[src/source/nes_io_settings.svh]
// widths of the host and memory buses
// autofire half period in clock cycles
// turbo button positions in the SNES-layout vector

`ifndef NES_IO_SETTINGS_SVH
`define NES_IO_SETTINGS_SVH

//////////////////////////////
// bus widths
`define RV_ADDR_W       23      // host byte address
`define RV_DATA_W       32      // host word
`define MEM_DATA_W      16      // memory half word

//////////////////////////////
// joypad
`define AUTOFIRE_HALF   6       // cycles per turbo phase
`define PAD_TURBO_A     8
`define PAD_TURBO_B     9

`endif

[src/source/nes_io_pkg.sv]
// vector types for the host bus, memory port and joypads
// state encoding of the memory bridge FSM

`include "nes_io_settings.svh"

package nes_io_pkg;

    // host side
    typedef logic [`RV_ADDR_W-1:0]      rv_addr_t;
    typedef logic [`RV_DATA_W-1:0]      rv_word_t;
    typedef logic [`RV_DATA_W/8-1:0]    rv_strb_t;   // one per byte

    // memory side
    typedef logic [`MEM_DATA_W-1:0]     mem_half_t;
    typedef logic [1:0]                 mem_ds_t;    // upper, lower byte enable

    // SNES layout with the NES buttons in the lower 8 bits
    // A B Select Start Up Down Left Right, turbo A, turbo B, L, R
    typedef logic [11:0]                snes_btns_t;
    typedef logic [7:0]                 nes_pad_t;

    // bridge FSM
    typedef enum logic [2:0] {
        IDLE_REQ0,      // wait for a request and issue the first half
        WAIT0_REQ1,     // wait for ack of the first half
        DATA0,          // lower read half is stable here
        WAIT1,          // wait for ack of the upper half
        DATA1           // read word complete
    } bridge_state_t;

endpackage

[src/source/rv_mem_bridge.sv]
// softcore memory bridge
// one 32-bit valid/ready request in, one or two 16-bit
// transfers out on a toggle req/ack port

`timescale 1ns/1ps
`include "nes_io_settings.svh"

module rv_mem_bridge
    import nes_io_pkg::*;
(
    input  logic        clk,
    input  logic        sys_resetn,

    // host side
    input  logic        i_rv_valid,
    input  rv_addr_t    i_rv_addr,
    input  rv_word_t    i_rv_wdata,
    input  rv_strb_t    i_rv_wstrb,
    output logic        o_rv_ready,
    output rv_word_t    o_rv_rdata,

    // memory side
    output logic        o_mem_req,
    input  logic        i_mem_ack,
    output rv_addr_t    o_mem_addr,
    output logic        o_mem_word,
    output logic        o_mem_we,
    output mem_ds_t     o_mem_ds,
    output mem_half_t   o_mem_wdata,
    input  mem_half_t   i_mem_rdata
);

    bridge_state_t  state;

    logic           rv_valid_q;     // for edge detect
    logic           req_pending;    // request seen while busy
    logic           mem_req;
    logic           mem_word;
    mem_ds_t        mem_ds;
    mem_half_t      rdata_lo;       // lower half of a read
    logic           ready;

    logic           valid_rise;
    logic           is_write;
    logic           acked;
    mem_ds_t        strb_lo;
    mem_ds_t        strb_hi;

    assign valid_rise = i_rv_valid & ~rv_valid_q;
    assign is_write   = |i_rv_wstrb;
    assign acked      = (mem_req == i_mem_ack);   // memory caught up with the toggle
    assign strb_lo    = i_rv_wstrb[1:0];
    assign strb_hi    = i_rv_wstrb[3:2];

    //////////////////////////////
    // request sequencing
    always_ff @(posedge clk) begin
        if (!sys_resetn) begin
            state       <= IDLE_REQ0;
            rv_valid_q  <= 1'b0;
            req_pending <= 1'b0;
            mem_req     <= 1'b0;
            ready       <= 1'b0;
        end else begin
            rv_valid_q <= i_rv_valid;
            ready      <= 1'b0;
            if (valid_rise)
                req_pending <= 1'b1;

            case (state)
                IDLE_REQ0: begin
                    if (req_pending || valid_rise) begin
                        req_pending <= 1'b0;
                        mem_req     <= ~mem_req;
                        if (is_write && strb_lo == 2'b00) begin
                            // upper half only
                            mem_word <= 1'b1;
                            mem_ds   <= strb_hi;
                            state    <= WAIT1;
                        end else begin
                            mem_word <= 1'b0;
                            mem_ds   <= is_write ? strb_lo : 2'b11;
                            state    <= WAIT0_REQ1;
                        end
                    end
                end

                WAIT0_REQ1: begin
                    if (acked) begin
                        if (!is_write) begin
                            state <= DATA0;
                        end else if (strb_hi == 2'b00) begin
                            // only the lower half was written
                            ready <= 1'b1;
                            state <= IDLE_REQ0;
                        end else begin
                            mem_req  <= ~mem_req;
                            mem_word <= 1'b1;
                            mem_ds   <= strb_hi;
                            state    <= WAIT1;
                        end
                    end
                end

                DATA0: begin
                    // grab the lower half before the next toggle
                    mem_req  <= ~mem_req;
                    mem_word <= 1'b1;
                    mem_ds   <= 2'b11;
                    state    <= WAIT1;
                end

                WAIT1: begin
                    if (acked) begin
                        if (is_write) begin
                            ready <= 1'b1;
                            state <= IDLE_REQ0;
                        end else begin
                            state <= DATA1;
                        end
                    end
                end

                DATA1: begin
                    ready <= 1'b1;      // upper half is live on i_mem_rdata
                    state <= IDLE_REQ0;
                end

                default: state <= IDLE_REQ0;
            endcase
        end
    end

    // lower read half captured in DATA0
    always_ff @(posedge clk) begin
        if (state == DATA0)
            rdata_lo <= i_mem_rdata;
    end

    //////////////////////////////
    // outputs
    assign o_rv_ready  = ready;
    assign o_rv_rdata  = {i_mem_rdata, rdata_lo};

    assign o_mem_req   = mem_req;
    assign o_mem_addr  = i_rv_addr;
    assign o_mem_word  = mem_word;
    assign o_mem_ds    = mem_ds;
    assign o_mem_we    = is_write;
    assign o_mem_wdata = mem_word ? i_rv_wdata[`RV_DATA_W-1 -: `MEM_DATA_W]
                                  : i_rv_wdata[`MEM_DATA_W-1:0];

endmodule

[src/source/autofire.sv]
// turbo square wave for one held button
// high phase first, then low, AUTOFIRE_HALF cycles each

`timescale 1ns/1ps
`include "nes_io_settings.svh"

module autofire
    import nes_io_pkg::*;
(
    input  logic    clk,
    input  logic    sys_resetn,
    input  logic    i_btn,
    output logic    o_fire
);

    localparam int CNT_W = $clog2(`AUTOFIRE_HALF + 1);

    logic [CNT_W-1:0]   phase_cnt;
    logic               phase_low;  // set during the low half

    always_ff @(posedge clk) begin
        if (!sys_resetn || !i_btn) begin
            // release restarts the wave
            phase_cnt <= '0;
            phase_low <= 1'b0;
        end else if (phase_cnt == CNT_W'(`AUTOFIRE_HALF - 1)) begin
            phase_cnt <= '0;
            phase_low <= ~phase_low;
        end else begin
            phase_cnt <= phase_cnt + 1'b1;
        end
    end

    assign o_fire = i_btn & ~phase_low;

endmodule

[src/source/joypad_port.sv]
// NES joypad port for one pad
// button latch, serial shift register and turbo for A and B

`timescale 1ns/1ps
`include "nes_io_settings.svh"

module joypad_port
    import nes_io_pkg::*;
(
    input  logic        clk,
    input  logic        sys_resetn,
    input  snes_btns_t  i_btns,
    input  logic        i_strobe,
    input  logic        i_pad_clock,
    output logic        o_data
);

    nes_pad_t   pad_q;          // bit 0 goes out first
    nes_pad_t   load_val;
    logic       pad_clk_q;      // registered clock line
    logic       pad_clk_prev;
    logic       clk_fall;
    logic       fire_a;
    logic       fire_b;

    //////////////////////////////
    // turbo
    autofire af_a (
        .clk        (clk),
        .sys_resetn (sys_resetn),
        .i_btn      (i_btns[`PAD_TURBO_A]),
        .o_fire     (fire_a)
    );

    autofire af_b (
        .clk        (clk),
        .sys_resetn (sys_resetn),
        .i_btn      (i_btns[`PAD_TURBO_B]),
        .o_fire     (fire_b)
    );

    // NES buttons with autofire merged into B and A
    assign load_val = {i_btns[7:2], i_btns[1] | fire_b, i_btns[0] | fire_a};

    assign clk_fall = pad_clk_prev & ~pad_clk_q;

    //////////////////////////////
    // latch and shift
    always_ff @(posedge clk) begin
        if (!sys_resetn) begin
            pad_q        <= '1;         // idle pad reads as ones
            pad_clk_q    <= 1'b0;
            pad_clk_prev <= 1'b0;
        end else begin
            pad_clk_q    <= i_pad_clock;
            pad_clk_prev <= pad_clk_q;
            if (i_strobe)
                pad_q <= load_val;                  // reload every cycle while strobed
            else if (clk_fall)
                pad_q <= {1'b1, pad_q[7:1]};        // fill with ones
        end
    end

    assign o_data = pad_q[0];

endmodule

[src/source/nes_io_top.sv]
// top level of the NES I/O block
// softcore memory bridge and two joypad ports

`timescale 1ns/1ps

module nes_io_top
    import nes_io_pkg::*;
(
    input  logic        clk,
    input  logic        sys_resetn,

    // softcore host
    input  logic        i_rv_valid,
    input  rv_addr_t    i_rv_addr,
    input  rv_word_t    i_rv_wdata,
    input  rv_strb_t    i_rv_wstrb,
    output logic        o_rv_ready,
    output rv_word_t    o_rv_rdata,

    // memory port
    output logic        o_mem_req,
    input  logic        i_mem_ack,
    output rv_addr_t    o_mem_addr,
    output logic        o_mem_word,
    output logic        o_mem_we,
    output mem_ds_t     o_mem_ds,
    output mem_half_t   o_mem_wdata,
    input  mem_half_t   i_mem_rdata,

    // joypads
    input  snes_btns_t  i_joy1_btns,
    input  snes_btns_t  i_joy2_btns,
    input  logic        i_joy_strobe,   // shared by both pads
    input  logic [1:0]  i_joy_clock,
    output logic [1:0]  o_joy_data
);

    //////////////////////////////
    // memory bridge
    rv_mem_bridge u_bridge (
        .clk         (clk),
        .sys_resetn  (sys_resetn),
        .i_rv_valid  (i_rv_valid),
        .i_rv_addr   (i_rv_addr),
        .i_rv_wdata  (i_rv_wdata),
        .i_rv_wstrb  (i_rv_wstrb),
        .o_rv_ready  (o_rv_ready),
        .o_rv_rdata  (o_rv_rdata),
        .o_mem_req   (o_mem_req),
        .i_mem_ack   (i_mem_ack),
        .o_mem_addr  (o_mem_addr),
        .o_mem_word  (o_mem_word),
        .o_mem_we    (o_mem_we),
        .o_mem_ds    (o_mem_ds),
        .o_mem_wdata (o_mem_wdata),
        .i_mem_rdata (i_mem_rdata)
    );

    //////////////////////////////
    // joypad ports
    joypad_port u_pad1 (
        .clk         (clk),
        .sys_resetn  (sys_resetn),
        .i_btns      (i_joy1_btns),
        .i_strobe    (i_joy_strobe),
        .i_pad_clock (i_joy_clock[0]),
        .o_data      (o_joy_data[0])
    );

    joypad_port u_pad2 (
        .clk         (clk),
        .sys_resetn  (sys_resetn),
        .i_btns      (i_joy2_btns),
        .i_strobe    (i_joy_strobe),
        .i_pad_clock (i_joy_clock[1]),   // second pad
        .o_data      (o_joy_data[1])
    );

endmodule

[config.mk]
export PLATFORM = sky130hd
export DESIGN_NAME = nes_io_top
export DESIGN_NICKNAME = d
export VERILOG_FILES = /design/src/source/nes_io_pkg.sv /design/src/source/rv_mem_bridge.sv /design/src/source/autofire.sv /design/src/source/joypad_port.sv /design/src/source/nes_io_top.sv
export VERILOG_INCLUDE_DIRS = /design/src /design/src/source
export SDC_FILE = /design/constraint.sdc
export NUM_CORES = 1
export LEC_CHECK = 0
export BUFFER_PORTS_ARGS = -buffer_cell sky130_fd_sc_hd__buf_2
export CAP_MARGIN = 20
export CORE_UTILIZATION = 45
export DETAILED_ROUTE_END_ITERATION = 8
export GPL_ROUTABILITY_DRIVEN = 0
export PLACE_DENSITY_LB_ADDON = 0.25
export SLEW_MARGIN = 10
export SYNTH_ARGS = -nofsm -noshare
export SYNTH_HDL_FRONTEND = slang
export SYNTH_SLANG_ARGS = --single-unit
[constraint.sdc]
create_clock -name clk -period 3.4 [get_ports clk]
set_input_delay 1.02 -clock clk [delete_from_list [all_inputs] [get_ports clk]]
set_output_delay 1.02 -clock clk [all_outputs]
set_load 0.05 [all_outputs]
# Word-level counts from Yosys, hierarchy flattened

Cells that the tools add are included.

Bitwise logic cells: 19
Equality and inequality tests: 14
Reductions and logical operators: 25
Multiplexer cells: 40
Add/subtract/negate cells: 4

Operators with widths:

| operator                                                               | number |
|---|---|
| 8-bit 2-to-1 mux                                                       | 4 |
| 1-bit 2-to-1 mux                                                       | 17 |
| 16-bit 2-to-1 mux                                                      | 1 |
| 2-bit 2-to-1 mux                                                       | 8 |
| 3-bit equality test (second input constant)                            | 5 |
| 3-bit 2-to-1 mux                                                       | 5 |
| 3-bit by 1-bit adder with 3-bit output (second input constant)         | 4 |
| 3-bit case mux with 4 select lines                                     | 1 |
| 1-bit case mux with 3 select lines                                     | 3 |
| 2-bit by 1-bit != test with 1-bit output (second input constant)       | 4 |
| 1-bit NOT                                                              | 8 |
| 2-bit OR reduction                                                     | 4 |
| 1-bit AND                                                              | 7 |
| 3-bit by 2-bit equality test with 1-bit output (second input constant) | 2 |
| 2-bit case mux with 3 select lines                                     | 1 |
| 6-bit AND reduction                                                    | 1 |
| 1-bit zero test                                                        | 5 |
| 1-bit logical OR                                                       | 5 |
| 5-bit AND reduction                                                    | 1 |
| 2-bit zero test                                                        | 2 |
| 1-bit bitwise OR                                                       | 4 |
| 2-bit nonzero test                                                     | 2 |
| 4-bit OR reduction                                                     | 1 |
| 3-bit by 1-bit equality test with 1-bit output (second input constant) | 1 |
| other kinds (6)                                                        | 6 |

Logic and storage cells: 124
Flip-flop bits (word level): 62
Output and inout bits: 79
Input bits: 106

# Depth between registers and ports, before layout

Gate-level depths: netlist of the first run.

Depth after elaboration: 5
Depth in mapped cells: 5
Gate-level depth less buffers: 5

# Hierarchy

Synthesis of the first run repeated with hierarchy kept, for this count alone.

Cell total of the unflattened synthesis: 297
Area total of the unflattened synthesis: 3123.0 µm²

Modules (own cells, without submodules):

| module        | times used | area an instance (µm²) | cells each | sequential area each (µm²) |
|---|---|---|---|---|
| rv_mem_bridge | 1          | 1506.4                 | 133        | 710.7 |
| joypad_port   | 2          | 447.9                  | 48         | 200.2 |
| autofire      | 4          | 180.2                  | 17         | 80.1 |

# Least setup slack after synthesis of the first run

OpenSTA, ideal clock, no wires.

Kind: reg2out
Start point: register u_bridge.mem_word, in the netlist u_bridge.o_mem_word
End point: output o_mem_wdata[10]
Slack: 0.804 ns
Data required time: 2.380 ns
Data arrival time: 1.576 ns
Buffers on the path: 2
Cell stages (with the launch flop): 4
Path through: edfxtp_1 -> buf_2 -> buf_2 -> mux2_2

Longest elaborated chain between the ends: 1

RTL lines:

| what                   | line                 | RTL |
|---|---|---|
| start, declared        | rv_mem_bridge.sv:38  | `logic mem_word;` |
| start signal, assigned | rv_mem_bridge.sv:77  | `mem_word <= 1'b1;` |
| start signal, assigned | rv_mem_bridge.sv:81  | `mem_word <= 1'b0;` |
| start signal, assigned | rv_mem_bridge.sv:98  | `mem_word <= 1'b1;` |
| 16-bit 2-to-1 mux      | rv_mem_bridge.sv:150 | `` assign o_mem_wdata = mem_word ? i_rv_wdata[`RV_DATA_W-1 -: `MEM_DATA_W] `` |
| end, declared          | nes_io_top.sv:27     | `output mem_half_t o_mem_wdata,` |

No other way between the ends.

# Worst setup path after layout of the first run

Start point: register u_bridge.mem_word, in the netlist u_bridge.o_mem_word
End point: output o_mem_wdata[3]

The elaborated chain is that of the path after synthesis.

==> results.sh, run 1 <==
export IMPL_cp_data_required_time_ps=2380
export IMPL_io_pins=185
export IMPL_endpoint="o_mem_wdata[3]"
export IMPL_crit_chain="mux2_2 -> buf_2"
export IMPL_fill_cells=584
export IMPL_die_area_sq_um=7080
export IMPL_final_area_sq_um=3630
export IMPL_place_inst=455
export IMPL_root_buffer="clkbuf_8"
export IMPL_outcome="finished with violations"
export IMPL_clock_path_buffers=2
export IMPL_vias=2321
export IMPL_first_pass_iters=8
export IMPL_grtUsageMet1=0.188
export IMPL_antenna_found_initial=0
export IMPL_ctsHoldBuffers=0
export IMPL_cts_sinks=62
export IMPL_worstMarginPinSlew_ps=745
export IMPL_yosysTopAreaCell="dfxtp_1"
export IMPL_ys_warn_count=0
export IMPL_period_needed_ps=2730
export IMPL_core_sq_um=6420
export IMPL_clock_latency_ps=330
export IMPL_h_tree_depth=3
export IMPL_wire_per_inst_um=13.3
export IMPL_synth_main_ff_cell="dfxtp_1"
export IMPL_die_width_um=84.2
export IMPL_globalRoute_busiestLayer="met2"
export IMPL_irDropWorstVdd_v=0.000340
export IMPL_grt_total_usage=0.175
export IMPL_max_freq_mhz=366
export IMPL_port_buffers=134
export IMPL_final_util=0.565
export IMPL_startpoint_type="flop"
export IMPL_cp_max_fo=17
export IMPL_drc=30
export IMPL_synth_top_area_frac=0.283
export IMPL_async_reset_ff_frac=0
export IMPL_p_leak_nw=1.61
export IMPL_whs_ps=448
export IMPL_fin_nets=503
export IMPL_synth_edf_count=19
export IMPL_grt_max_degree=33
export IMPL_finalSetupTns_ps=0
export IMPL_maxCapViolCount=0
export IMPL_maxSlewHeadroom=0.502
export IMPL_hpwlAfterDp_um=4750
export IMPL_syn_to_final_growth_pct=19.5
export IMPL_cts_made_buffers=9
export IMPL_r2r_slack_ps=1780
export IMPL_cp_end_kind="output pin"
export IMPL_totalWireLength_um=6260
export IMPL_synth_most_common_cell="dfxtp_1"
export IMPL_synth_common_cells="dfxtp_1 (43), buf_4 (41), mux2_2 (25), nor2_1 (25), nand2_1 (21)"
export IMPL_cts_setup_buffers=0
export IMPL_finalCritPeriodShare=0.804
export IMPL_dr_first_iter_drc_count=73
export IMPL_cts_resized=0
export IMPL_drt_vias_per_instance=4.93
export IMPL_place_area_sq_um=3460
export IMPL_crit_path_top_delay_cell="edfxtp_1"
export IMPL_final_setup_viol_count=0
export IMPL_start_util=0.473
export IMPL_diodes=0
export IMPL_finalNonFillerCells=471
export IMPL_syn_area_per_cell_sq_um=10.3
export IMPL_met3_usage=0.0855
export IMPL_cts_tree="yes"
export IMPL_synthCells=295
export IMPL_syn_nets=409
export IMPL_r2r_cells=4
export IMPL_p_per_area_nw_per_um2=582
export IMPL_rows=29
export IMPL_power_mw=2.11
export IMPL_synth_cell_types=38
export IMPL_rsz0062_at_grt="false"
export IMPL_cp_startpoint="u_bridge.o_mem_word$_SDFFCE_PN1P_"
export IMPL_synth_area_leaders="dfxtp_1 (28%), edfxtp_1 (19%), buf_4 (10%), mux2_2 (9.3%), mux2i_1 (4.3%)"
export IMPL_final_setup_skew_ps=9.12
export IMPL_slew_violations=0
export IMPL_dpl_worst_slack_ps=705
export IMPL_yosys_register_bits=62
export IMPL_post_synth_instance_area_sq_um=3040
export IMPL_grtUsageMet2=0.305
export IMPL_hold_class="flop to flop"
export IMPL_drive_gt1_frac=0.457
export IMPL_ys_seq_area_frac=0.471
export IMPL_reg2reg_to="u_pad2.pad_q[5]$_SDFFE_PN1P_"
export IMPL_hold_viol_final=0
export IMPL_layout_setup_ws_ps=665
export IMPL_violations="design-rule violations"
export IMPL_max_stage_delay_ps=750
export IMPL_grt_overflow=0
export IMPL_ant_nets=0
export IMPL_die_h_um=84.2
export IMPL_grt_pass1_wl_um=9760
export IMPL_first_global_vias=2205
export IMPL_r2r_start="u_pad2.pad_clk_prev$_SDFF_PN0_"
export IMPL_clkTransAtPathRegs_ps=70
export IMPL_critPathKind="flop to output pin"
export IMPL_cp_arrival_ps=1710
[routing by layer]
layer | routed length, um | vias up
li1 | - | 1148
met1 | 2410 | 1064
met2 | 3190 | 101
met3 | 621 | 8
met4 | 38 | 0
met5 | 0 | -
[registers in the layout, summed over array words and instances (netlist names), 2 cells and up]
name,cells
u_pad1.pad_q,8
u_pad2.pad_q,8
u_pad2.af_a.phase_cnt,3
u_bridge.state,3
u_bridge.o_mem_ds,2
u_pad2.af_b.phase_cnt,3
u_bridge.rdata_lo,16
u_pad1.af_b.phase_cnt,3
u_pad1.af_a.phase_cnt,3
[kinds of logic after synthesis]
logic type               share of synthesized area
flip-flops                                   0.471
XOR/XNOR                                    0.0202
AND/OR/NAND/NOR                              0.136
multiplexers                                 0.139
AO/OA/AOI/OAI                               0.0688
buffers and inverters                        0.131
adder cells (fa/ha/maj)                     0.0330
[worst min-delay path by stage]
stage	start	slack, ps	to	cells after the start
finish	u_pad1.af_b.phase_cnt[0]$_SDFF_PP0_	450	u_pad1.af_b.phase_cnt[0]$_SDFF_PP0_	1
global route	u_pad1.af_b.phase_cnt[0]$_SDFF_PP0_	470	u_pad1.af_b.phase_cnt[0]$_SDFF_PP0_	1
CTS	u_pad1.af_b.phase_cnt[0]$_SDFF_PP0_	450	u_pad1.af_b.phase_cnt[0]$_SDFF_PP0_	1
detailed placement	u_pad1.af_b.phase_cnt[0]$_SDFF_PP0_	440	u_pad1.af_b.phase_cnt[0]$_SDFF_PP0_	1
global placement	u_pad1.af_b.phase_cnt[0]$_SDFF_PP0_	430	u_pad1.af_b.phase_cnt[0]$_SDFF_PP0_	1
floorplan	u_pad1.af_a.phase_cnt[0]$_SDFF_PP0_	420	u_pad1.af_a.phase_cnt[0]$_SDFF_PP0_	1
[power by group]
| part | internal [mW] | total, mW | switching, mW |
|---|---|---|---|
| Sequential | 0.846 | 0.904 | 0.0580 |
| Clock | 0.261 | 0.536 | 0.275 |
| Combinational | 0.209 | 0.673 | 0.464 |
[critical path: cells and delay by family (launching register included)]
kind                   cells  cell delay (ps)
flip-flops                 1              750
multiplexers               1              420
buffers and inverters      1              210
[cell usage in the layout, fill, tap and decap left out, drive strengths merged]
cell type / count
xor2: 5
o221ai: 1
inv: 10
nand3: 4
o21a: 1
o21bai: 1
o311a: 1
or2b: 2
a211o: 1
mux2i: 13
a21oi: 8
nor4b: 1
and2: 5
edfxtp: 19
o211ai: 1
a211oi: 6
o32ai: 1
nor2: 26
o31a: 1
mux2: 26
nand2b: 2
dfxtp: 43
ha: 8
o21ai: 7
buf: 136
clkbuf: 10
nor3b: 4
clkinv: 4
nand2: 21
a21o: 1
nor2b: 13
nor3: 7
o311ai: 1
xnor2: 2
clkinvlp: 2
[final cells by class]
cell class	count	area (sq um)	share of cell area
multi-input combinational	170	1210	0.334
tap	77	96.3	0.0265
inverter	10	37.5	0.0103
clock inverter	6	38.8	0.0107
sequential	62	1430	0.394
timing repair buffer	136	686	0.189
clock buffer	10	128	0.0352
No activity file was read; power rests on OpenSTA's default activity.
==> inputs of run 2 (changes only) <==
--- a/config.mk
+++ b/config.mk
@@ -8,7 +8,7 @@
 export LEC_CHECK = 0
 export BUFFER_PORTS_ARGS = -buffer_cell sky130_fd_sc_hd__buf_2
 export CAP_MARGIN = 20
-export CORE_UTILIZATION = 45
+export CORE_UTILIZATION = 39
 export DETAILED_ROUTE_END_ITERATION = 8
 export GPL_ROUTABILITY_DRIVEN = 0
 export PLACE_DENSITY_LB_ADDON = 0.25
==> constraint.sdc (replaced) <==
create_clock -name clk -period 2.3 [get_ports clk]
set_input_delay 0.69 -clock clk [delete_from_list [all_inputs] [get_ports clk]]
set_output_delay 0.69 -clock clk [all_outputs]
set_load 0.05 [all_outputs]
==> run 2 against run 1 <==
Effect of this change: the flow now finishes without violations; total power rose by 70%; non-clock buffer count rose by 3; cell area rose by 4.2%; critical path depth rose by 1; flip-flop and latch count did not move; sequential share of layout area fell by 1.6 points; register-to-register slack got worse by 1100 ps; combinational power rose by 52%; critical endpoint is now o_mem_wdata[2]; largest cell class unchanged.
==> results.sh, run 2 (synthesis results as in run 1) <==
export IMPL_outcome="finished, final reports clean"
export IMPL_totalWireLength_um=5920
export IMPL_cp_data_required_time_ps=1610
export IMPL_drt_vias_per_instance=4.65
export IMPL_final_setup_viol_count=0
export IMPL_die_width_um=90.3
export IMPL_first_global_vias=2087
export IMPL_grt_total_usage=0.146
export IMPL_ctsHoldBuffers=0
export IMPL_cp_max_fo=17
export IMPL_swShare=0.334
export IMPL_hold_class="flop to flop"
export IMPL_critPathKind="flop to output pin"
export IMPL_rsz0062_at_grt="false"
export IMPL_die_h_um=90.3
export IMPL_cts_resized=0
export IMPL_syn_to_final_growth_pct=24.5
export IMPL_root_buffer="clkbuf_8"
export IMPL_grt_overflow=0
export IMPL_final_setup_skew_ps=5.29
export IMPL_whs_ps=448
export IMPL_clkPwrFrac=0.354
export IMPL_top_regs="u_bridge.rdata_lo: 16 flops, u_pad1.pad_q: 8 flops, u_pad2.pad_q: 8 flops"
export IMPL_cp_end_kind="output pin"
export IMPL_max_freq_mhz=470
export IMPL_final_common_cell="buf_2"
export IMPL_p_seq_frac=0.364
export IMPL_fin_nets=506
export IMPL_cp_arrival_ps=1440
export IMPL_p_leak_nw=1.67
export IMPL_final_cell_mix="buf_2 (134), dfxtp_1 (43), mux2_2 (25), nor2_1 (25), nand2_1 (21)"
export IMPL_startpoint_type="flop"
export IMPL_top_register="u_bridge.rdata_lo"
export IMPL_switchingPower_mw=1.20
export IMPL_h_tree_depth=3
export IMPL_clock_latency_ps=330
export IMPL_finalCritPeriodShare=0.925
export IMPL_p_per_area_nw_per_um2=952
export IMPL_irDropWorstVdd_v=0.000420
export IMPL_cts_setup_buffers=0
export IMPL_clkTransAtPathRegs_ps=70
export IMPL_first_pass_iters=4
export IMPL_period_needed_ps=2130
export IMPL_hold_viol_final=0
export IMPL_cts_tree="yes"
export IMPL_core_sq_um=7410
export IMPL_vias=2307
export IMPL_largest_register_ffs=16
export IMPL_maxSlewHeadroom=0.684
export IMPL_io_pins=185
export IMPL_die_area_sq_um=8150
export IMPL_diodes=0
export IMPL_p_int_mw=2.40
export IMPL_grt_pass1_wl_um=9480
export IMPL_finalSetupTns_ps=0
export IMPL_grt_max_degree=33
export IMPL_drc=0
export IMPL_rows=31
export IMPL_start_util=0.410
export IMPL_wire_per_inst_um=11.9
export IMPL_dr_first_iter_drc_count=58
export IMPL_antenna_found_initial=0
export IMPL_cts_sinks=62
export IMPL_fill_cells=694
export IMPL_worstMarginPinSlew_ps=474
export IMPL_ant_nets=0
export IMPL_slew_violations=0
export IMPL_hpwlAfterDp_um=4490
export IMPL_cts_made_buffers=9
export IMPL_p_comb_frac=0.282
export IMPL_drive_gt1_frac=0.463
export IMPL_maxCapViolCount=0
export IMPL_port_buffers=134
export IMPL_clock_path_buffers=2
export IMPL_power_mw=3.60
[run 2: cell types whose count changed in the layout (fill, tap and decap cells not counted), sizes merged]
cell / before / now
bufinv: 0 / 4
buf: 136 / 139
clkinv: 4 / 1
clkbuf: 10 / 9
clkinvlp: 2 / 1
inv: 10 / 11
[run 2: power by group through the flow]
| stage | clock network (mW) | registers [mW] | logic [mW] |
|---|---|---|---|
| global placement | 0 | 1.33 | 1.02 |
| floorplan | 0 | 1.52 | 0.725 |
| detailed placement | 0 | 1.34 | 1.02 |
| finish | 1.28 | 1.31 | 1.02 |
| CTS | 1.31 | 1.31 | 1.03 |
| global route | 1.35 | 1.32 | 1.08 |
[run 2: layout make-up]
cell class / count / area, sq um / share of cell area
multi-input cells: 170 / 1210 / 0.321
clock inverters: 7 / 145 / 0.0384
clock buffers: 9 / 124 / 0.0327
repair buffers: 139 / 708 / 0.187
flip-flops and latches: 62 / 1430 / 0.378
inverters: 10 / 37.5 / 0.00992
well taps: 99 / 124 / 0.0327
[run 2: worst paths after layout]
path              cells after the start  slack, ps                                start                             endpoint
hold / removal                        1        450  u_pad1.af_a.phase_cnt[0]$_SDFF_PP0_  u_pad1.af_a.phase_cnt[0]$_SDFF_PP0_
hold reg to reg                       1        450  u_pad1.af_a.phase_cnt[0]$_SDFF_PP0_  u_pad1.af_a.phase_cnt[0]$_SDFF_PP0_
setup reg to reg                      3        730       u_bridge.state[1]$_SDFFE_PN0P_       u_bridge.o_mem_ds[1]$_DFFE_PP_
setup / recovery                      3        170    u_bridge.o_mem_word$_SDFFCE_PN1P_                       o_mem_wdata[2]
[run 2: critical path, cell delays in order (launching register included)]
cell      delay, ps
edfxtp_1        320
buf_4           220
mux2_2          360
buf_2           210
[run 2: through the flow]
step	std cells	worst slack, ps	area [sq um]	utilization
finish	496	172	3780	0.511
global route	496	82.3	3780	0.511
global placement	480	274	3510	0.474
floorplan	295	34.0	3040	-
detailed placement	480	262	3510	0.474
CTS	496	135	3780	0.511
[run 2: routing by layer]
| layer | wire length (um) | GRT usage | vias up |
|---|---|---|---|
| met5 | 0 | 0 | - |
| met4 | 65 | 0.0726 | 0 |
| met3 | 459 | 0.0488 | 10 |
| met2 | 2890 | 0.247 | 101 |
| met1 | 2500 | 0.164 | 1040 |
| li1 | - | - | 1156 |
==> inputs of run 3 (changes only) <==
--- a/config.mk
+++ b/config.mk
@@ -12,6 +12,7 @@
 export DETAILED_ROUTE_END_ITERATION = 8
 export GPL_ROUTABILITY_DRIVEN = 0
 export PLACE_DENSITY_LB_ADDON = 0.25
+export REMOVE_ABC_BUFFERS = 1
 export SLEW_MARGIN = 10
 export SYNTH_ARGS = -nofsm -noshare
 export SYNTH_HDL_FRONTEND = slang
==> run 3 against run 2 <==
Effect of this change: final cell count grew 0.20%; sequential share of layout area up 0.79 points; routed wire length rose by 21%; sequential power about the same; utilization decreased by 1.0 points; highest routed layer unchanged; via count grew 2.2%.
==> results.sh, run 3 (synthesis results as in run 1) <==
export IMPL_outcome="finished, final reports clean"
export IMPL_antenna_found_initial=1
export IMPL_port_buffers=134
export IMPL_wire_per_inst_um=14.4
export IMPL_totalWireLength_um=7140
export IMPL_p_per_area_nw_per_um2=882
export IMPL_drt_vias_per_instance=4.74
export IMPL_drc=0
export IMPL_period_needed_ps=2160
export IMPL_cts_resized=0
export IMPL_largest_register_ffs=16
export IMPL_first_pass_iters=4
export IMPL_grt_overflow=0
export IMPL_r2r_slack_ps=730
export IMPL_top_regs="u_bridge.rdata_lo: 16 flops, u_pad1.pad_q: 8 flops, u_pad2.pad_q: 8 flops"
export IMPL_cp_max_fo=17
export IMPL_hpwlAfterDp_um=5470
export IMPL_vias=2358
export IMPL_fill_cells=710
export IMPL_dr_first_iter_drc_count=63
export IMPL_irDropWorstVdd_v=0.000380
export IMPL_p_leak_nw=1.64
export IMPL_hold_viol_final=0
export IMPL_final_setup_skew_ps=11.4
export IMPL_worstMarginPinSlew_ps=483
export IMPL_first_global_vias=2357
export IMPL_cts_made_buffers=9
export IMPL_critPathKind="flop to output pin"
export IMPL_rsz0062_at_grt="false"
export IMPL_rows=31
export IMPL_maxSlewHeadroom=0.678
export IMPL_io_pins=185
export IMPL_fin_nets=506
export IMPL_core_sq_um=7410
export IMPL_grt_total_usage=0.180
export IMPL_regArea_sq_um=1430
export IMPL_die_area_sq_um=8150
export IMPL_power_mw=3.27
export IMPL_finalSetupTns_ps=0
export IMPL_clock_path_buffers=2
export IMPL_max_freq_mhz=463
export IMPL_finalCritPeriodShare=0.940
export IMPL_slew_violations=0
export IMPL_drive_gt1_frac=0.461
export IMPL_hold_class="flop to flop"
export IMPL_syn_to_final_growth_pct=22.0
export IMPL_root_buffer="clkbuf_8"
export IMPL_multi_input_area_sq_um=1210
export IMPL_cts_tree="yes"
export IMPL_final_common_cell="buf_2"
export IMPL_clkTransAtPathRegs_ps=80
export IMPL_ctsHoldBuffers=0
export IMPL_final_cell_mix="buf_2 (134), dfxtp_1 (43), mux2_2 (25), nor2_1 (25), nand2_1 (21)"
export IMPL_h_tree_depth=3
export IMPL_cts_sinks=62
export IMPL_start_util=0.410
export IMPL_cp_arrival_ps=1470
export IMPL_cp_end_kind="output pin"
export IMPL_ant_nets=0
export IMPL_top_register="u_bridge.rdata_lo"
export IMPL_cts_setup_buffers=0
export IMPL_maxCapViolCount=0
export IMPL_die_h_um=90.3
export IMPL_die_width_um=90.3
export IMPL_final_setup_viol_count=0
export IMPL_grt_pass1_wl_um=11400
export IMPL_cp_data_required_time_ps=1610
export IMPL_clock_latency_ps=330
export IMPL_grt_max_degree=33
export IMPL_startpoint_type="flop"
==> run 3: cell types whose count changed in the layout (fill, tap and decap cells not counted) <==
cell	change
bufinv_16	-3
clkinv_2	+3
clkinv_1	+1
diode_2	+1
inv_6	-1
==> run 3: critical path: stages, from the launching register on <==
cell	delay, ps
edfxtp_1	330
buf_4	230
mux2_2	370
buf_2	210
==> run 3: layout make-up <==
| class | count | area share |
|---|---|---|
| antenna | 1 | 0.000675 |
| clock buffer | 9 | 0.0334 |
| clock inverter | 7 | 0.0176 |
| inverter | 10 | 0.0101 |
| multi-input combinational | 170 | 0.327 |
| sequential | 62 | 0.386 |
| tap | 99 | 0.0334 |
| timing repair buffer | 139 | 0.191 |
==> run 3: where the power goes <==
part | switching [mW] | internal [mW]
Combinational | 0.718 | 0.316
Clock | 0.430 | 0.492
Sequential | 0.0622 | 1.25
==> run 3: metrics by stage <==
| stage | area [sq um] | instances | util | hold WS, ps | worst slack, ps |
|---|---|---|---|---|---|
| after CTS | 3700 | 496 | 0.500 | 457 | 113 |
| after detailed placement | 3510 | 480 | 0.474 | 442 | 254 |
| after global placement | 3510 | 480 | 0.474 | 431 | 283 |
| final | 3700 | 497 | 0.500 | 449 | 139 |
| after floorplan | 2680 | 242 | - | 421 | 101 |
| after global routing | 3700 | 496 | 0.500 | 485 | 68.5 |
==> run 3: layer usage <==
metal,track usage,up-vias,part of all wire
met3,0.0859,8,0.10
met2,0.309,111,0.50
met1,0.189,1083,0.39
met5,0,-,0
met4,0.0726,0,0.014
li1,-,1156,-
==> run 3: final timing paths <==
kind / start / cells after the start / end
hold reg to reg: u_pad2.af_a.phase_cnt[0]$_SDFF_PP0_ / 1 / u_pad2.af_a.phase_cnt[0]$_SDFF_PP0_
setup reg to reg: u_bridge.state[1]$_SDFFE_PN0P_ / 3 / u_bridge.o_mem_ds[1]$_DFFE_PP_
setup / recovery: u_bridge.o_mem_word$_SDFFCE_PN1P_ / 3 / o_mem_wdata[7]
hold / removal: u_pad2.af_a.phase_cnt[0]$_SDFF_PP0_ / 1 / u_pad2.af_a.phase_cnt[0]$_SDFF_PP0_
